`src/design/ldpc_enc_pkg.sv`:
```
// one fixed code only: 4 data words of 8 bits, 3 parity rows; schedule rows must never decrease
package ldpc_enc_pkg;

  //--------------------------------------------------------------------------
  // code geometry
  //--------------------------------------------------------------------------

  // circulant size, equal to the word width
  localparam int cZC         = 8;
  localparam int cLOG2_ZC    = 3;
  // words per block
  localparam int cDATA_COLS  = 4;
  localparam int cPAR_ROWS   = 3;
  // schedule length and index width (also covers the data walk)
  localparam int cHS_ENTRIES = 8;
  localparam int cHS_IDX_W   = 3;
  // input buffer read latency in cycles
  localparam int cRDAT_DELAY = 2;

  //--------------------------------------------------------------------------
  // types
  //--------------------------------------------------------------------------

  typedef logic [cZC-1:0]      zdat_t;
  typedef logic [1:0]          col_t;
  typedef logic [1:0]          row_t;
  typedef logic [cLOG2_ZC-1:0] shift_t;
  typedef logic [2:0]          waddr_t;

  // one check-matrix entry, 7 bits
  typedef struct packed {
    row_t   row;
    col_t   col;
    shift_t shift;
  } hs_entry_t;

  // cycle kind carried down the pipeline
  typedef enum logic {
    op_data,
    op_parity
  } cyc_op_t;

  typedef enum logic [1:0] {
    st_idle,
    st_data,
    st_parity,
    st_drain
  } ctrl_state_t;

  //--------------------------------------------------------------------------
  // schedule, walked in order; fields are row, col, shift
  //--------------------------------------------------------------------------

  localparam hs_entry_t cHS_TABLE [cHS_ENTRIES] = '{
    '{2'd0, 2'd0, 3'd1}, '{2'd0, 2'd2, 3'd5},
    '{2'd1, 2'd1, 3'd0}, '{2'd1, 2'd3, 3'd2}, '{2'd1, 2'd0, 3'd7},
    '{2'd2, 2'd2, 3'd3}, '{2'd2, 2'd3, 3'd6}, '{2'd2, 2'd1, 3'd4}
  };

endpackage

```
`src/design/ldpc_enc_cycle_if.sv`:
```
// dat is only meaningful on the rotator output; the read word itself comes on irdat
interface ldpc_enc_cycle_if;
  import ldpc_enc_pkg::*;

  // cycle valid
  logic    val;
  // data or schedule read
  cyc_op_t op;
  // source column and rotation
  col_t    col;
  shift_t  shift;
  // parity row and its closing flag
  row_t    row;
  logic    last_in_row;
  // rotated word, shift already applied
  zdat_t   dat;

  // producer side
  modport src (output val, op, col, shift, row, last_in_row, dat);

  // consumer side
  modport dst (input val, op, col, shift, row, last_in_row, dat);

endinterface

```
`src/design/ldpc_enc_ctrl.sv`:
```
// one block at a time; no stall once started, read data must return exactly cRDAT_DELAY later
module ldpc_enc_ctrl (
  input  logic               iclk,
  input  logic               ireset,
  input  logic               ifull,
  input  logic               iwbuf_empty,
  input  logic               iblock_done,
  output ldpc_enc_pkg::col_t oraddr,
  output logic               orempty,
  output logic               obusy,
  ldpc_enc_cycle_if.src      rd
);
  import ldpc_enc_pkg::*;

  // everything that travels with one read
  typedef struct packed {
    cyc_op_t op;
    col_t    col;
    shift_t  shift;
    row_t    row;
    logic    last_in_row;
    logic    last_rd;
  } issue_t;

  ctrl_state_t            state;
  logic [cHS_IDX_W-1:0]   idx;

  hs_entry_t              hs_cur;
  hs_entry_t              hs_nxt;

  logic                   iss_val;
  issue_t                 iss;

  logic [cRDAT_DELAY-1:0] dly_val;
  issue_t                 dly [cRDAT_DELAY];

  //--------------------------------------------------------------------------
  // block state machine
  //--------------------------------------------------------------------------

  always_ff @(posedge iclk or posedge ireset) begin
    if (ireset) begin
      state <= st_idle;
      idx   <= '0;
    end else begin
      case (state)
        st_idle: begin
          idx <= '0;
          // input full and output drained
          if (ifull && iwbuf_empty) begin
            state <= st_data;
          end
        end
        st_data: begin
          if (idx == cHS_IDX_W'(cDATA_COLS - 1)) begin
            idx   <= '0;
            state <= st_parity;
          end else begin
            idx <= idx + 1'b1;
          end
        end
        st_parity: begin
          if (idx == cHS_IDX_W'(cHS_ENTRIES - 1)) begin
            state <= st_drain;
          end else begin
            idx <= idx + 1'b1;
          end
        end
        st_drain: begin
          // pipeline still flushing, wait for the output side
          if (iblock_done) begin
            state <= st_idle;
          end
        end
        default: begin
          state <= st_idle;
        end
      endcase
    end
  end

  //--------------------------------------------------------------------------
  // read issue
  //--------------------------------------------------------------------------

  always_comb begin
    hs_cur = cHS_TABLE[idx];
    // no entry past the end, so reuse the current one
    hs_nxt = (idx == cHS_IDX_W'(cHS_ENTRIES - 1)) ? hs_cur : cHS_TABLE[idx + 1'b1];
    iss     = '0;
    iss_val = 1'b0;
    case (state)
      st_data: begin
        // systematic words in column order, no rotation
        iss_val = 1'b1;
        iss.op  = op_data;
        iss.col = idx[1:0];
      end
      st_parity: begin
        iss_val         = 1'b1;
        iss.op          = op_parity;
        iss.col         = hs_cur.col;
        iss.shift       = hs_cur.shift;
        iss.row         = hs_cur.row;
        // row closes where the next entry moves on or the table ends
        iss.last_rd     = (idx == cHS_IDX_W'(cHS_ENTRIES - 1));
        iss.last_in_row = iss.last_rd || (hs_nxt.row != hs_cur.row);
      end
      default: begin
        iss_val = 1'b0;
      end
    endcase
  end

  // stays at column 0 while idle
  assign oraddr = iss.col;

  //--------------------------------------------------------------------------
  // align control with read data
  //--------------------------------------------------------------------------

  always_ff @(posedge iclk or posedge ireset) begin
    if (ireset) begin
      dly_val <= '0;
    end else begin
      dly_val <= {dly_val[cRDAT_DELAY-2:0], iss_val};
    end
  end

  always_ff @(posedge iclk) begin
    dly[0] <= iss;
    for (int i = 1; i < cRDAT_DELAY; i++) begin
      dly[i] <= dly[i-1];
    end
  end

  assign rd.val         = dly_val[cRDAT_DELAY-1];
  assign rd.op          = dly[cRDAT_DELAY-1].op;
  assign rd.col         = dly[cRDAT_DELAY-1].col;
  assign rd.shift       = dly[cRDAT_DELAY-1].shift;
  assign rd.row         = dly[cRDAT_DELAY-1].row;
  assign rd.last_in_row = dly[cRDAT_DELAY-1].last_in_row;
  // word is on irdat, not in the cycle record
  assign rd.dat         = '0;

  // input buffer free once the final read word is taken
  assign orempty = rd.val && dly[cRDAT_DELAY-1].last_rd;

  assign obusy = (state != st_idle);

endmodule

```
`src/design/ldpc_enc_out_mux.sv`:
```
// data and parity writes must not coincide; the schedule keeps them apart
module ldpc_enc_out_mux (
  input  logic                  iclk,
  input  logic                  ireset,
  ldpc_enc_cycle_if.dst         rd,
  input  ldpc_enc_pkg::zdat_t   irdat,
  input  logic                  pval,
  input  ldpc_enc_pkg::row_t    prow,
  input  ldpc_enc_pkg::zdat_t   pword,
  output logic                  owrite,
  output ldpc_enc_pkg::waddr_t  owaddr,
  output ldpc_enc_pkg::zdat_t   owdat,
  output logic                  owfull
);
  import ldpc_enc_pkg::*;

  logic   take_dat;
  waddr_t last_waddr;

  // systematic word straight from the input buffer
  assign take_dat = rd.val && (rd.op == op_data);

  // final parity slot of the block
  assign last_waddr = waddr_t'(cDATA_COLS + cPAR_ROWS - 1);

  //--------------------------------------------------------------------------
  // write strobes
  //--------------------------------------------------------------------------

  always_ff @(posedge iclk or posedge ireset) begin
    if (ireset) begin
      owrite <= 1'b0;
      owfull <= 1'b0;
    end else begin
      owrite <= take_dat || pval;
      // block end, the cycle after the last parity write
      owfull <= owrite && (owaddr == last_waddr);
    end
  end

  //--------------------------------------------------------------------------
  // address and data
  //--------------------------------------------------------------------------

  always_ff @(posedge iclk) begin
    if (take_dat) begin
      // data at 0..3
      owaddr <= waddr_t'(rd.col);
      owdat  <= irdat;
    end else if (pval) begin
      // parity placed after the data words
      owaddr <= waddr_t'(cDATA_COLS) + waddr_t'(prow);
      owdat  <= pword;
    end
  end

endmodule

```
`src/design/ldpc_enc_pacc.sv`:
```
// rows must arrive in order and contiguous, row 0 first in every block
module ldpc_enc_pacc (
  input  logic                 iclk,
  input  logic                 ireset,
  ldpc_enc_cycle_if.dst        rot,
  output logic                 pval,
  output ldpc_enc_pkg::row_t   prow,
  output ldpc_enc_pkg::zdat_t  pword
);
  import ldpc_enc_pkg::*;

  logic  take;
  logic  row_end;
  zdat_t acc;
  zdat_t acc_sum;
  zdat_t chain;
  zdat_t chain_prev;

  //--------------------------------------------------------------------------
  // row accumulator
  //--------------------------------------------------------------------------

  // data cycles pass through the rotator too, skip them
  assign take    = rot.val && (rot.op == op_parity);
  assign row_end = take && rot.last_in_row;

  // includes the word arriving now
  assign acc_sum = acc ^ rot.dat;

  always_ff @(posedge iclk or posedge ireset) begin
    if (ireset) begin
      acc  <= '0;
      pval <= 1'b0;
    end else begin
      pval <= row_end;
      if (take) begin
        // restart at each row boundary
        acc <= rot.last_in_row ? '0 : acc_sum;
      end
    end
  end

  //--------------------------------------------------------------------------
  // dual-diagonal chain
  //--------------------------------------------------------------------------

  // first row has no upper neighbour
  assign chain_prev = (rot.row == '0) ? '0 : chain;

  // p(r) = p(r-1) ^ acc(r), held until the next row closes
  always_ff @(posedge iclk) begin
    if (row_end) begin
      chain <= chain_prev ^ acc_sum;
      prow  <= rot.row;
    end
  end

  // chain register doubles as the output word
  assign pword = chain;

endmodule

```
`src/design/ldpc_enc_rotator.sv`:
```
// left rotation only, shift below cZC; one cycle latency, no stall
module ldpc_enc_rotator (
  input  logic                iclk,
  input  logic                ireset,
  input  ldpc_enc_pkg::zdat_t irdat,
  ldpc_enc_cycle_if.dst       rd,
  ldpc_enc_cycle_if.src       rot
);
  import ldpc_enc_pkg::*;

  // cyclic left rotate through a doubled word
  function automatic zdat_t rotl(zdat_t x, shift_t s);
    logic [2*cZC-1:0] dbl;
    dbl = {x, x} << s;
    return dbl[2*cZC-1 -: cZC];
  endfunction

  zdat_t                 dat_coarse;
  zdat_t                 dat_q;
  logic [cLOG2_ZC-2:0]   shift_lo_q;
  logic                  val_q;
  cyc_op_t               op_q;
  row_t                  row_q;
  logic                  last_q;

  // coarse stage, top shift bit only
  assign dat_coarse = rotl(irdat, {rd.shift[cLOG2_ZC-1], {(cLOG2_ZC-1){1'b0}}});

  always_ff @(posedge iclk or posedge ireset) begin
    if (ireset) begin
      val_q <= 1'b0;
    end else begin
      val_q <= rd.val;
    end
  end

  always_ff @(posedge iclk) begin
    dat_q      <= dat_coarse;
    shift_lo_q <= rd.shift[cLOG2_ZC-2:0];
    op_q       <= rd.op;
    row_q      <= rd.row;
    last_q     <= rd.last_in_row;
  end

  // fine stage after the register
  assign rot.dat         = rotl(dat_q, {1'b0, shift_lo_q});
  assign rot.val         = val_q;
  assign rot.op          = op_q;
  assign rot.row         = row_q;
  assign rot.last_in_row = last_q;
  // source column not needed past the rotator
  assign rot.col         = '0;
  // nothing left to rotate
  assign rot.shift       = '0;

endmodule

```
`src/design/ldpc_enc_top.sv`:
```
// fixed code encoder; input buffer read latency must be exactly cRDAT_DELAY cycles
module ldpc_enc_top (
  input  logic                  iclk,
  input  logic                  ireset,
  // input buffer side
  input  logic                  ifull,
  input  ldpc_enc_pkg::zdat_t   irdat,
  output ldpc_enc_pkg::col_t    oraddr,
  output logic                  orempty,
  // output buffer side
  input  logic                  iwbuf_empty,
  output logic                  owrite,
  output ldpc_enc_pkg::waddr_t  owaddr,
  output ldpc_enc_pkg::zdat_t   owdat,
  output logic                  owfull,
  output logic                  obusy
);
  import ldpc_enc_pkg::*;

  // aligned read cycle and rotated cycle
  ldpc_enc_cycle_if rd ();
  ldpc_enc_cycle_if rot ();

  // parity strobe into the mux
  logic  pval;
  row_t  prow;
  zdat_t pword;

  //--------------------------------------------------------------------------
  // engine
  //--------------------------------------------------------------------------

  ldpc_enc_ctrl u_ctrl (
    .iclk        (iclk),
    .ireset      (ireset),
    .ifull       (ifull),
    .iwbuf_empty (iwbuf_empty),
    // block done closes the busy window
    .iblock_done (owfull),
    .oraddr      (oraddr),
    .orempty     (orempty),
    .obusy       (obusy),
    .rd          (rd)
  );

  ldpc_enc_rotator u_rotator (
    .iclk   (iclk),
    .ireset (ireset),
    .irdat  (irdat),
    .rd     (rd),
    .rot    (rot)
  );

  ldpc_enc_pacc u_pacc (
    .iclk   (iclk),
    .ireset (ireset),
    .rot    (rot),
    .pval   (pval),
    .prow   (prow),
    .pword  (pword)
  );

  ldpc_enc_out_mux u_out_mux (
    .iclk   (iclk),
    .ireset (ireset),
    .rd     (rd),
    .irdat  (irdat),
    .pval   (pval),
    .prow   (prow),
    .pword  (pword),
    .owrite (owrite),
    .owaddr (owaddr),
    .owdat  (owdat),
    .owfull (owfull)
  );

endmodule

```
`config.mk`:
```
export PLATFORM = sky130hd
export DESIGN_NAME = ldpc_enc_top
export DESIGN_NICKNAME = d
export VERILOG_FILES = /design/src/design/ldpc_enc_pkg.sv /design/src/design/ldpc_enc_cycle_if.sv /design/src/design/ldpc_enc_ctrl.sv /design/src/design/ldpc_enc_out_mux.sv /design/src/design/ldpc_enc_pacc.sv /design/src/design/ldpc_enc_rotator.sv /design/src/design/ldpc_enc_top.sv
export SDC_FILE = /design/constraint.sdc
export NUM_CORES = 1
export LEC_CHECK = 0
export BUFFER_PORTS_ARGS = -buffer_cell sky130_fd_sc_hd__buf_2
export CAP_MARGIN = 10
export CORE_ASPECT_RATIO = 1.1
export CORE_MARGIN = 2
export CORE_UTILIZATION = 45
export DETAILED_ROUTE_END_ITERATION = 6
export HOLD_SLACK_MARGIN = 0.1
export PLACE_DENSITY = 0.61
export SYNTH_ARGS = -nofsm -noshare
export SYNTH_HDL_FRONTEND = slang
export SYNTH_HIERARCHICAL = 1
export SYNTH_SLANG_ARGS = --single-unit
```
`constraint.sdc`:
```
create_clock -name iclk -period 2.8 [get_ports iclk]
set_input_delay 0.14 -clock iclk [delete_from_list [all_inputs] [get_ports iclk]]
set_output_delay 0.14 -clock iclk [all_outputs]
set_load 0.005 [all_outputs]
```
Word-level counts from Yosys, hierarchy flattened
Memories as Yosys holds them, arrays and structs flattened.
Cells that the tools add are included.
{"block": "op_classes", "n_addsub": 2, "multipliers": 0, "n_div": 0, "magnitude_cmp": 2, "eq_ne": 12, "shift": 2, "muxes": 22, "bitwise": 5, "n_reduce_logical": 16}
{"operator": "7-bit two-way mux", "count": 6}
{"operator": "8-bit two-way mux", "count": 4}
{"operator": "16-bit by 2-bit << shifter with 16-bit output", "count": 1}
{"operator": "16-bit by 3-bit << shifter with 16-bit output", "count": 1}
{"operator": "8-bit bitwise XOR", "count": 2}
{"operator": "2-bit two-way mux", "count": 6}
{"operator": "3-bit one-hot mux with 3 select lines", "count": 1}
{"operator": "4-bit greater-or-equal comparator, second input constant", "count": 2}
{"operator": "2-bit by 1-bit inequality test with 1-bit output, second input constant", "count": 4}
{"operator": "3-bit inverter with 4-bit output", "count": 2}
{"operator": "2-bit one-hot mux with 4 select lines", "count": 1}
{"operator": "3-bit == test, second input constant", "count": 2}
{"operator": "1-bit logical AND", "count": 6}
{"operator": "3-bit two-way mux", "count": 2}
{"operator": "3-bit one-hot mux with 2 select lines", "count": 1}
{"operator": "2-bit == test, second input constant", "count": 2}
{"operator": "2-bit logical NOT", "count": 2}
{"operator": "4-bit AND reduction", "count": 1}
{"operator": "2-bit nonzero test", "count": 2}
{"operator": "3-bit by 1-bit adder with 3-bit output, second input constant", "count": 1}
{"operator": "3-bit by 2-bit adder with 3-bit output, first input constant", "count": 1}
{"operator": "3-bit by 2-bit == test with 1-bit output, second input constant", "count": 1}
{"operator": "3-bit nonzero test", "count": 1}
{"operator": "2-bit by 1-bit == test with 1-bit output, second input constant", "count": 1}
{"operator": "7 further kinds", "count": 8}
{"block": "word_totals", "register_bits": 54, "latchBits": 0, "ramBits": 20, "rom_bits": 112, "input_bits": 12, "out_inout_bits": 17, "elab_cells": 82, "n_memories": 3}
{"memory": "(name not given)", "depth": 8, "word_bits": 7, "read_ports": 1, "rd_ports_with_merged_regs": 0, "wr": 0, "line": "ldpc_enc_ctrl.sv:87", "text": "hs_cur = cHS_TABLE[idx];"}
{"memory": "(name not given)", "depth": 8, "word_bits": 7, "read_ports": 1, "rd_ports_with_merged_regs": 0, "wr": 0, "line": "ldpc_enc_ctrl.sv:89", "text": "hs_nxt = (idx == cHS_IDX_W'(cHS_ENTRIES - 1)) ? hs_cur : cHS_TABLE[idx + 1'b1];"}
{"memory": "u_ctrl.dly", "depth": 2, "word_bits": 10, "read_ports": 2, "rd_ports_with_merged_regs": 0, "wr": 2, "line": "ldpc_enc_ctrl.sv:35", "text": "issue_t dly [cRDAT_DELAY];"}

Depth between registers and ports, before layout
{"block": "depth", "word_depth": 9, "mapped_depth": 7, "depth_no_buf": 7}

By module
Netlist, hierarchy kept.
{"mod": "ldpc_enc_ctrl", "n_inst": 1, "cells_per_inst": 112, "area_per_inst_um2": 1161.1, "seq_area_each_um2": 575.6}
{"mod": "ldpc_enc_pacc", "n_inst": 1, "cells_per_inst": 74, "area_per_inst_um2": 974.7, "seq_area_each_um2": 525.5}
{"mod": "ldpc_enc_rotator", "n_inst": 1, "cells_per_inst": 41, "area_per_inst_um2": 648.1, "seq_area_each_um2": 305.3}
{"mod": "ldpc_enc_out_mux", "n_inst": 1, "cells_per_inst": 29, "area_per_inst_um2": 565.5, "seq_area_each_um2": 370.4}

Worst setup path after synthesis
Ideal clock, no wire load.
{"block": "synth_timing", "kind": "reg-to-reg", "from": "register u_rotator.shift_lo_q[0]", "to": "register u_pacc.chain[0], in the netlist u_pacc/pword[0] (data pin)", "setup_time_ns": 0.260, "arrival_time_ns": 1.272, "required_time_ns": 2.540, "path_slack_ns": 1.268, "stages_incl_launch_ff": 5, "path_buffers": 1, "period_less_slack_ns": 1.532, "cell_sequence": "dfxtp_1 buf_6 mux4_2 xor2_1 xnor2_1"}
{"block": "synth_between", "elab_chain_cells": 3}
{"item": "start: declaration", "line": "ldpc_enc_rotator.sv:20", "text": "logic [cLOG2_ZC-2:0] shift_lo_q;"}
{"item": "start signal: assignment", "line": "ldpc_enc_rotator.sv:39", "text": "shift_lo_q <= rd.shift[cLOG2_ZC-2:0];"}
{"item": "16-bit by 2-bit << shifter with 16-bit output", "line": "ldpc_enc_rotator.sv:14", "text": "dbl = {x, x} << s;"}
{"item": "via rot.dat[0]", "line": "ldpc_enc_cycle_if.sv:16", "text": "zdat_t dat;"}
{"item": "8-bit bitwise XOR", "line": "ldpc_enc_pacc.sv:28", "text": "assign acc_sum = acc ^ rot.dat;"}
{"item": "8-bit bitwise XOR", "line": "ldpc_enc_pacc.sv:53", "text": "chain <= chain_prev ^ acc_sum;"}
{"item": "end signal: assignment", "line": "ldpc_enc_pacc.sv:53"}
{"item": "end: declaration", "line": "ldpc_enc_pacc.sv:16", "text": "zdat_t chain;"}
The timed path passes the listed nets, and every way through them passes these cells.
A chain may end at the register's enable or synchronous reset.

Worst setup path after layout
{"block": "layout_timing", "from": "register u_ctrl.state[0]", "to": "output oraddr[1]"}
{"block": "layout_between", "elab_chain_cells": 2, "elab_cells_between_ends": 3, "classes_between": "eq/ne (2); mux (1)"}
{"item": "start: declaration", "line": "ldpc_enc_ctrl.sv:25", "text": "ctrl_state_t state;"}
{"item": "start signal: assignment", "line": "ldpc_enc_ctrl.sv:43", "text": "state <= st_idle;"}
{"item": "start signal: assignment", "line": "ldpc_enc_ctrl.sv:51", "text": "state <= st_data;"}
{"item": "start signal: assignment", "line": "ldpc_enc_ctrl.sv:57", "text": "state <= st_parity;"}
{"item": "2-bit == test or 2-bit by 1-bit == test with 1-bit output (tied branches)", "line": "ldpc_enc_ctrl.sv:92", "text": "case (state)"}
{"item": "3-bit one-hot mux with 2 select lines *", "line": "ldpc_enc_ctrl.sv:92"}
{"item": "end: declaration", "line": "ldpc_enc_top.sv:8", "text": "output ldpc_enc_pkg::col_t oraddr,"}
Every way passes the cells marked *; elsewhere a longest branch is shown, timed or not.

==> results.sh <==
export IMPL_detailedPlacementHpwl_um=3873
export IMPL_crit_type="flop to output port"
export IMPL_antenna_found_initial=0
export IMPL_die_h_um=93.06
export IMPL_worstMarginPinSlew_ns=0.5303
export IMPL_netlist_area_sq_um=3244
export IMPL_cp_max_delay_cell="sky130_fd_sc_hd__dfrtp_1"
export IMPL_first_pass_grt_wire_length_um=9135
export IMPL_mappedNetlistNets=265
export IMPL_setup_worst_path_end_class="output port"
export IMPL_seq_power_share_pct=55.6
export IMPL_crit_path_start_kind="flop"
export IMPL_n_antenna_cell=0
export IMPL_grt_pass1_vias=1868
export IMPL_critical_path_cell_chain="inv_1 -> ha_1 -> inv_2 -> nor2_1 -> a21oi_1 -> nor2_1 -> buf_2"
export IMPL_routed_via_count=1838
export IMPL_timing_critical_path_arrival_ns=1.81
export IMPL_syn_area_per_cell_sq_um=13.46
export IMPL_core_area_sq_um=7007
export IMPL_power_share_combinational_pct=3.2
export IMPL_static_leakage_uw=0.001574
export IMPL_sum_neg_setup_slack_ns=0
export IMPL_ctsHtreeMaxLevel=3
export IMPL_grt_start_max_net_pins=13
export IMPL_worst_min_delay_path_class="primary input to asynchronous set/reset pin"
export IMPL_clock_tree_root_cell="sky130_fd_sc_hd__clkbuf_8"
export IMPL_cts_buffers=9
export IMPL_pre_cts_setup_slack_ns=1.025
export IMPL_hold_violations=0
export IMPL_irDropWorstVdd_uv=370.2
export IMPL_critical_path_most_common_cell="sky130_fd_sc_hd__nor2_1"
export IMPL_run_status="completed"
export IMPL_design_final_nets=300
export IMPL_achievable_frequency_mhz=512.8
export IMPL_grt_overflow_total=0
export IMPL_die_area_sq_um=7906
export IMPL_period_minus_slack_ns=1.950
export IMPL_rsz0062_at_grt="no"
export IMPL_grt_most_used_layer="met2"
export IMPL_worstSkewPairLatency_ns=0.33
export IMPL_cts_path_max_buffers=2
export IMPL_drt_iter0_markers=137
export IMPL_synth_cells=241
export IMPL_netSwitchingFraction_pct=19.95
export IMPL_area_growth_pct=13.42
export IMPL_drt_pass1_iterations=4
export IMPL_ant_nets=0
export IMPL_routed_wire_length_per_instance_um=15.25
export IMPL_finalWirelength_um=5580
export IMPL_max_slew_margin_rel_pct=64.65
export IMPL_critical_path_max_fanout=9
export IMPL_met3_usage_pct=3.707
export IMPL_cp_num_buf_inv=3
export IMPL_vias_per_cell=5.022
export IMPL_powerDensity_nw_per_um2=543.4
export IMPL_groute_usage_overall_pct=15.35
export IMPL_period_share_pct=69.65
export IMPL_max_cap_violations=0
export IMPL_crit_path_max_incr_delay_ns=0.42
export IMPL_groute_layer_met1_usage_pct=18.66
export IMPL_cts_tree="built"
export IMPL_critPathRequiredTime_ns=2.66
export IMPL_floorplan_die_width_um=84.96
export IMPL_buffer_ports_inserted=28
export IMPL_grt_util_met2_pct=26.04
export IMPL_ys_warnings_count=6
export IMPL_fin_worst_skew_ns=0.008519
export IMPL_cp_top_family="flip-flops"
export IMPL_cts_sinks=74
export IMPL_setup_violations=0
export IMPL_post_cts_buffers=0
export IMPL_power_internal_uw=1601
export IMPL_post_route_cells_drive_above_1_share_pct=27.40
export IMPL_starting_utilization_of_the_core_area_pct=46.30
export IMPL_row_count=32
export IMPL_power_frac_clock_pct=41.3
export IMPL_drc_viols=0
export IMPL_layout_setup_ws_ns=0.8498
export IMPL_boundary_pin_count=29
export IMPL_slew_violations=0
export IMPL_clk_pin_slew_ns=0.07
export IMPL_switchingPower_uw=398.9
export IMPL_cts_repair_resize_count=0
export IMPL_gp_congestion=0.8350
==> tightest hold or removal path, delay by kind of cell <==
kind	cells	cell delay (ns)
buffers and inverters	3	0.73
==> registers in the layout (all words and copies together) (netlist names) <==
register / count
u_rotator/dat_q: 8
u_out_mux/owdat: 8
u_ctrl/state: 2
u_rotator/rot.val: 1
u_rotator/rot.row: 2
u_rotator/rot.last_in_row: 1
u_ctrl/dly_val: 2
u_pacc/pword: 8
u_ctrl/dly: 20
u_ctrl/idx: 3
u_rotator/rot.op: 1
u_out_mux/owaddr: 3
u_rotator/shift_lo_q: 2
u_pacc/pval: 1
u_out_mux/owfull: 1
u_out_mux/owrite: 1
u_pacc/prow: 2
u_pacc/acc: 8
==> metrics by stage <==
stage	total power, uW	std cells	util [%]	cell area (sq um)	hold WS (ns)
2_1_floorplan	1164	241	-	3244	-0.1313
3_5_place_dp	1184	337	47.75	3346	0.01469
6_report	2000	366	52.52	3680	0.2207
4_1_cts	2027	366	52.52	3680	0.2035
3_3_place_gp	1184	337	47.75	3346	0.01214
5_1_grt	2078	366	52.52	3680	0.2173
==> cell type report <==
class                           count  area (sq um)
Multi-Input combinational cell    136          1270
Clock inverter                      5         51.30
Inverter                           14         52.55
Timing Repair Buffer               41         270.3
Sequential cell                    74          1777
Fill cell                         580          3327
Clock buffer                       11         152.6
Tap cell                           85         106.4
==> worst paths after layout <==
| path | cells past startpoint | slack [ns] | endpoint | startpoint |
|---|---|---|---|---|
| min in group iclk | 5 | 0.29 | u_ctrl/state[1]$_DFFE_PP0P_ | iwbuf_empty |
| worst max register to register | 3 | 1.03 | u_pacc/pword[0]$_DFFE_PP_ | u_rotator/shift_lo_q[0]$_DFF_P_ |
| worst max-delay path | 7 | 0.85 | oraddr[1] | u_ctrl/state[0]$_DFFE_PP0P_ |
| worst min register to register | 0 | 0.33 | u_ctrl/dly[0][14]$_DFF_P_ | u_ctrl/dly[0][4]$_SDFF_PN0_ |
| max in group asynchronous | 3 | 2.09 | u_pacc/acc[7]$_DFFE_PP0P_ | ireset |
| worst min-delay path | 3 | 0.22 | u_rotator/rot.val$_DFF_PP0_ | ireset |
==> cells in the final DEF (no fill, tap or decap), types with 4 or more instances in the layout <==
master and count:
sky130_fd_sc_hd__mux2i_1 6, sky130_fd_sc_hd__nor2_1 12, sky130_fd_sc_hd__a21oi_1 4, sky130_fd_sc_hd__nand2b_1 9, sky130_fd_sc_hd__o2bb2ai_1 6, sky130_fd_sc_hd__xor2_1 8, sky130_fd_sc_hd__dlygate4sd3_1 13, sky130_fd_sc_hd__nand2_1 4
sky130_fd_sc_hd__dfxtp_1 35, sky130_fd_sc_hd__xnor2_1 10, sky130_fd_sc_hd__inv_1 12, sky130_fd_sc_hd__clkbuf_8 9, sky130_fd_sc_hd__mux2_4 8, sky130_fd_sc_hd__mux2_2 10, sky130_fd_sc_hd__ha_1 12, sky130_fd_sc_hd__o21ai_0 12
sky130_fd_sc_hd__mux4_2 8, sky130_fd_sc_hd__dfrtp_1 19, sky130_fd_sc_hd__o211ai_1 7, sky130_fd_sc_hd__edfxtp_1 20, sky130_fd_sc_hd__buf_2 28
==> routing by layer <==
layer / vias to the layer above / share of wire [%]
met1: 879 / 44
met2: 39 / 50
met5: - / 0
met3: 5 / 4.9
li1: 915 / -
met4: 0 / 0.73
==> power groups by stage <==
| stage | combinational, uW | sequential, uW | clock (uW) |
|---|---|---|---|
| 6_report | 63.5 | 1110 | 825 |
| 5_1_grt | 70.4 | 1110 | 897 |
| 4_1_cts | 64.2 | 1110 | 852 |
| 3_5_place_dp | 50.1 | 1130 | 0 |
| 3_3_place_gp | 49.0 | 1130 | 0 |
| 2_1_floorplan | 33.2 | 1130 | 0 |
==> timing repair <==
action                                 in CTS  in global routing
endpoints found under the hold margin      27                  0
setup endpoints to repair                   0                  0
hold buffers                               13                  0
No activity file was read; power rests on OpenSTA's default activity.
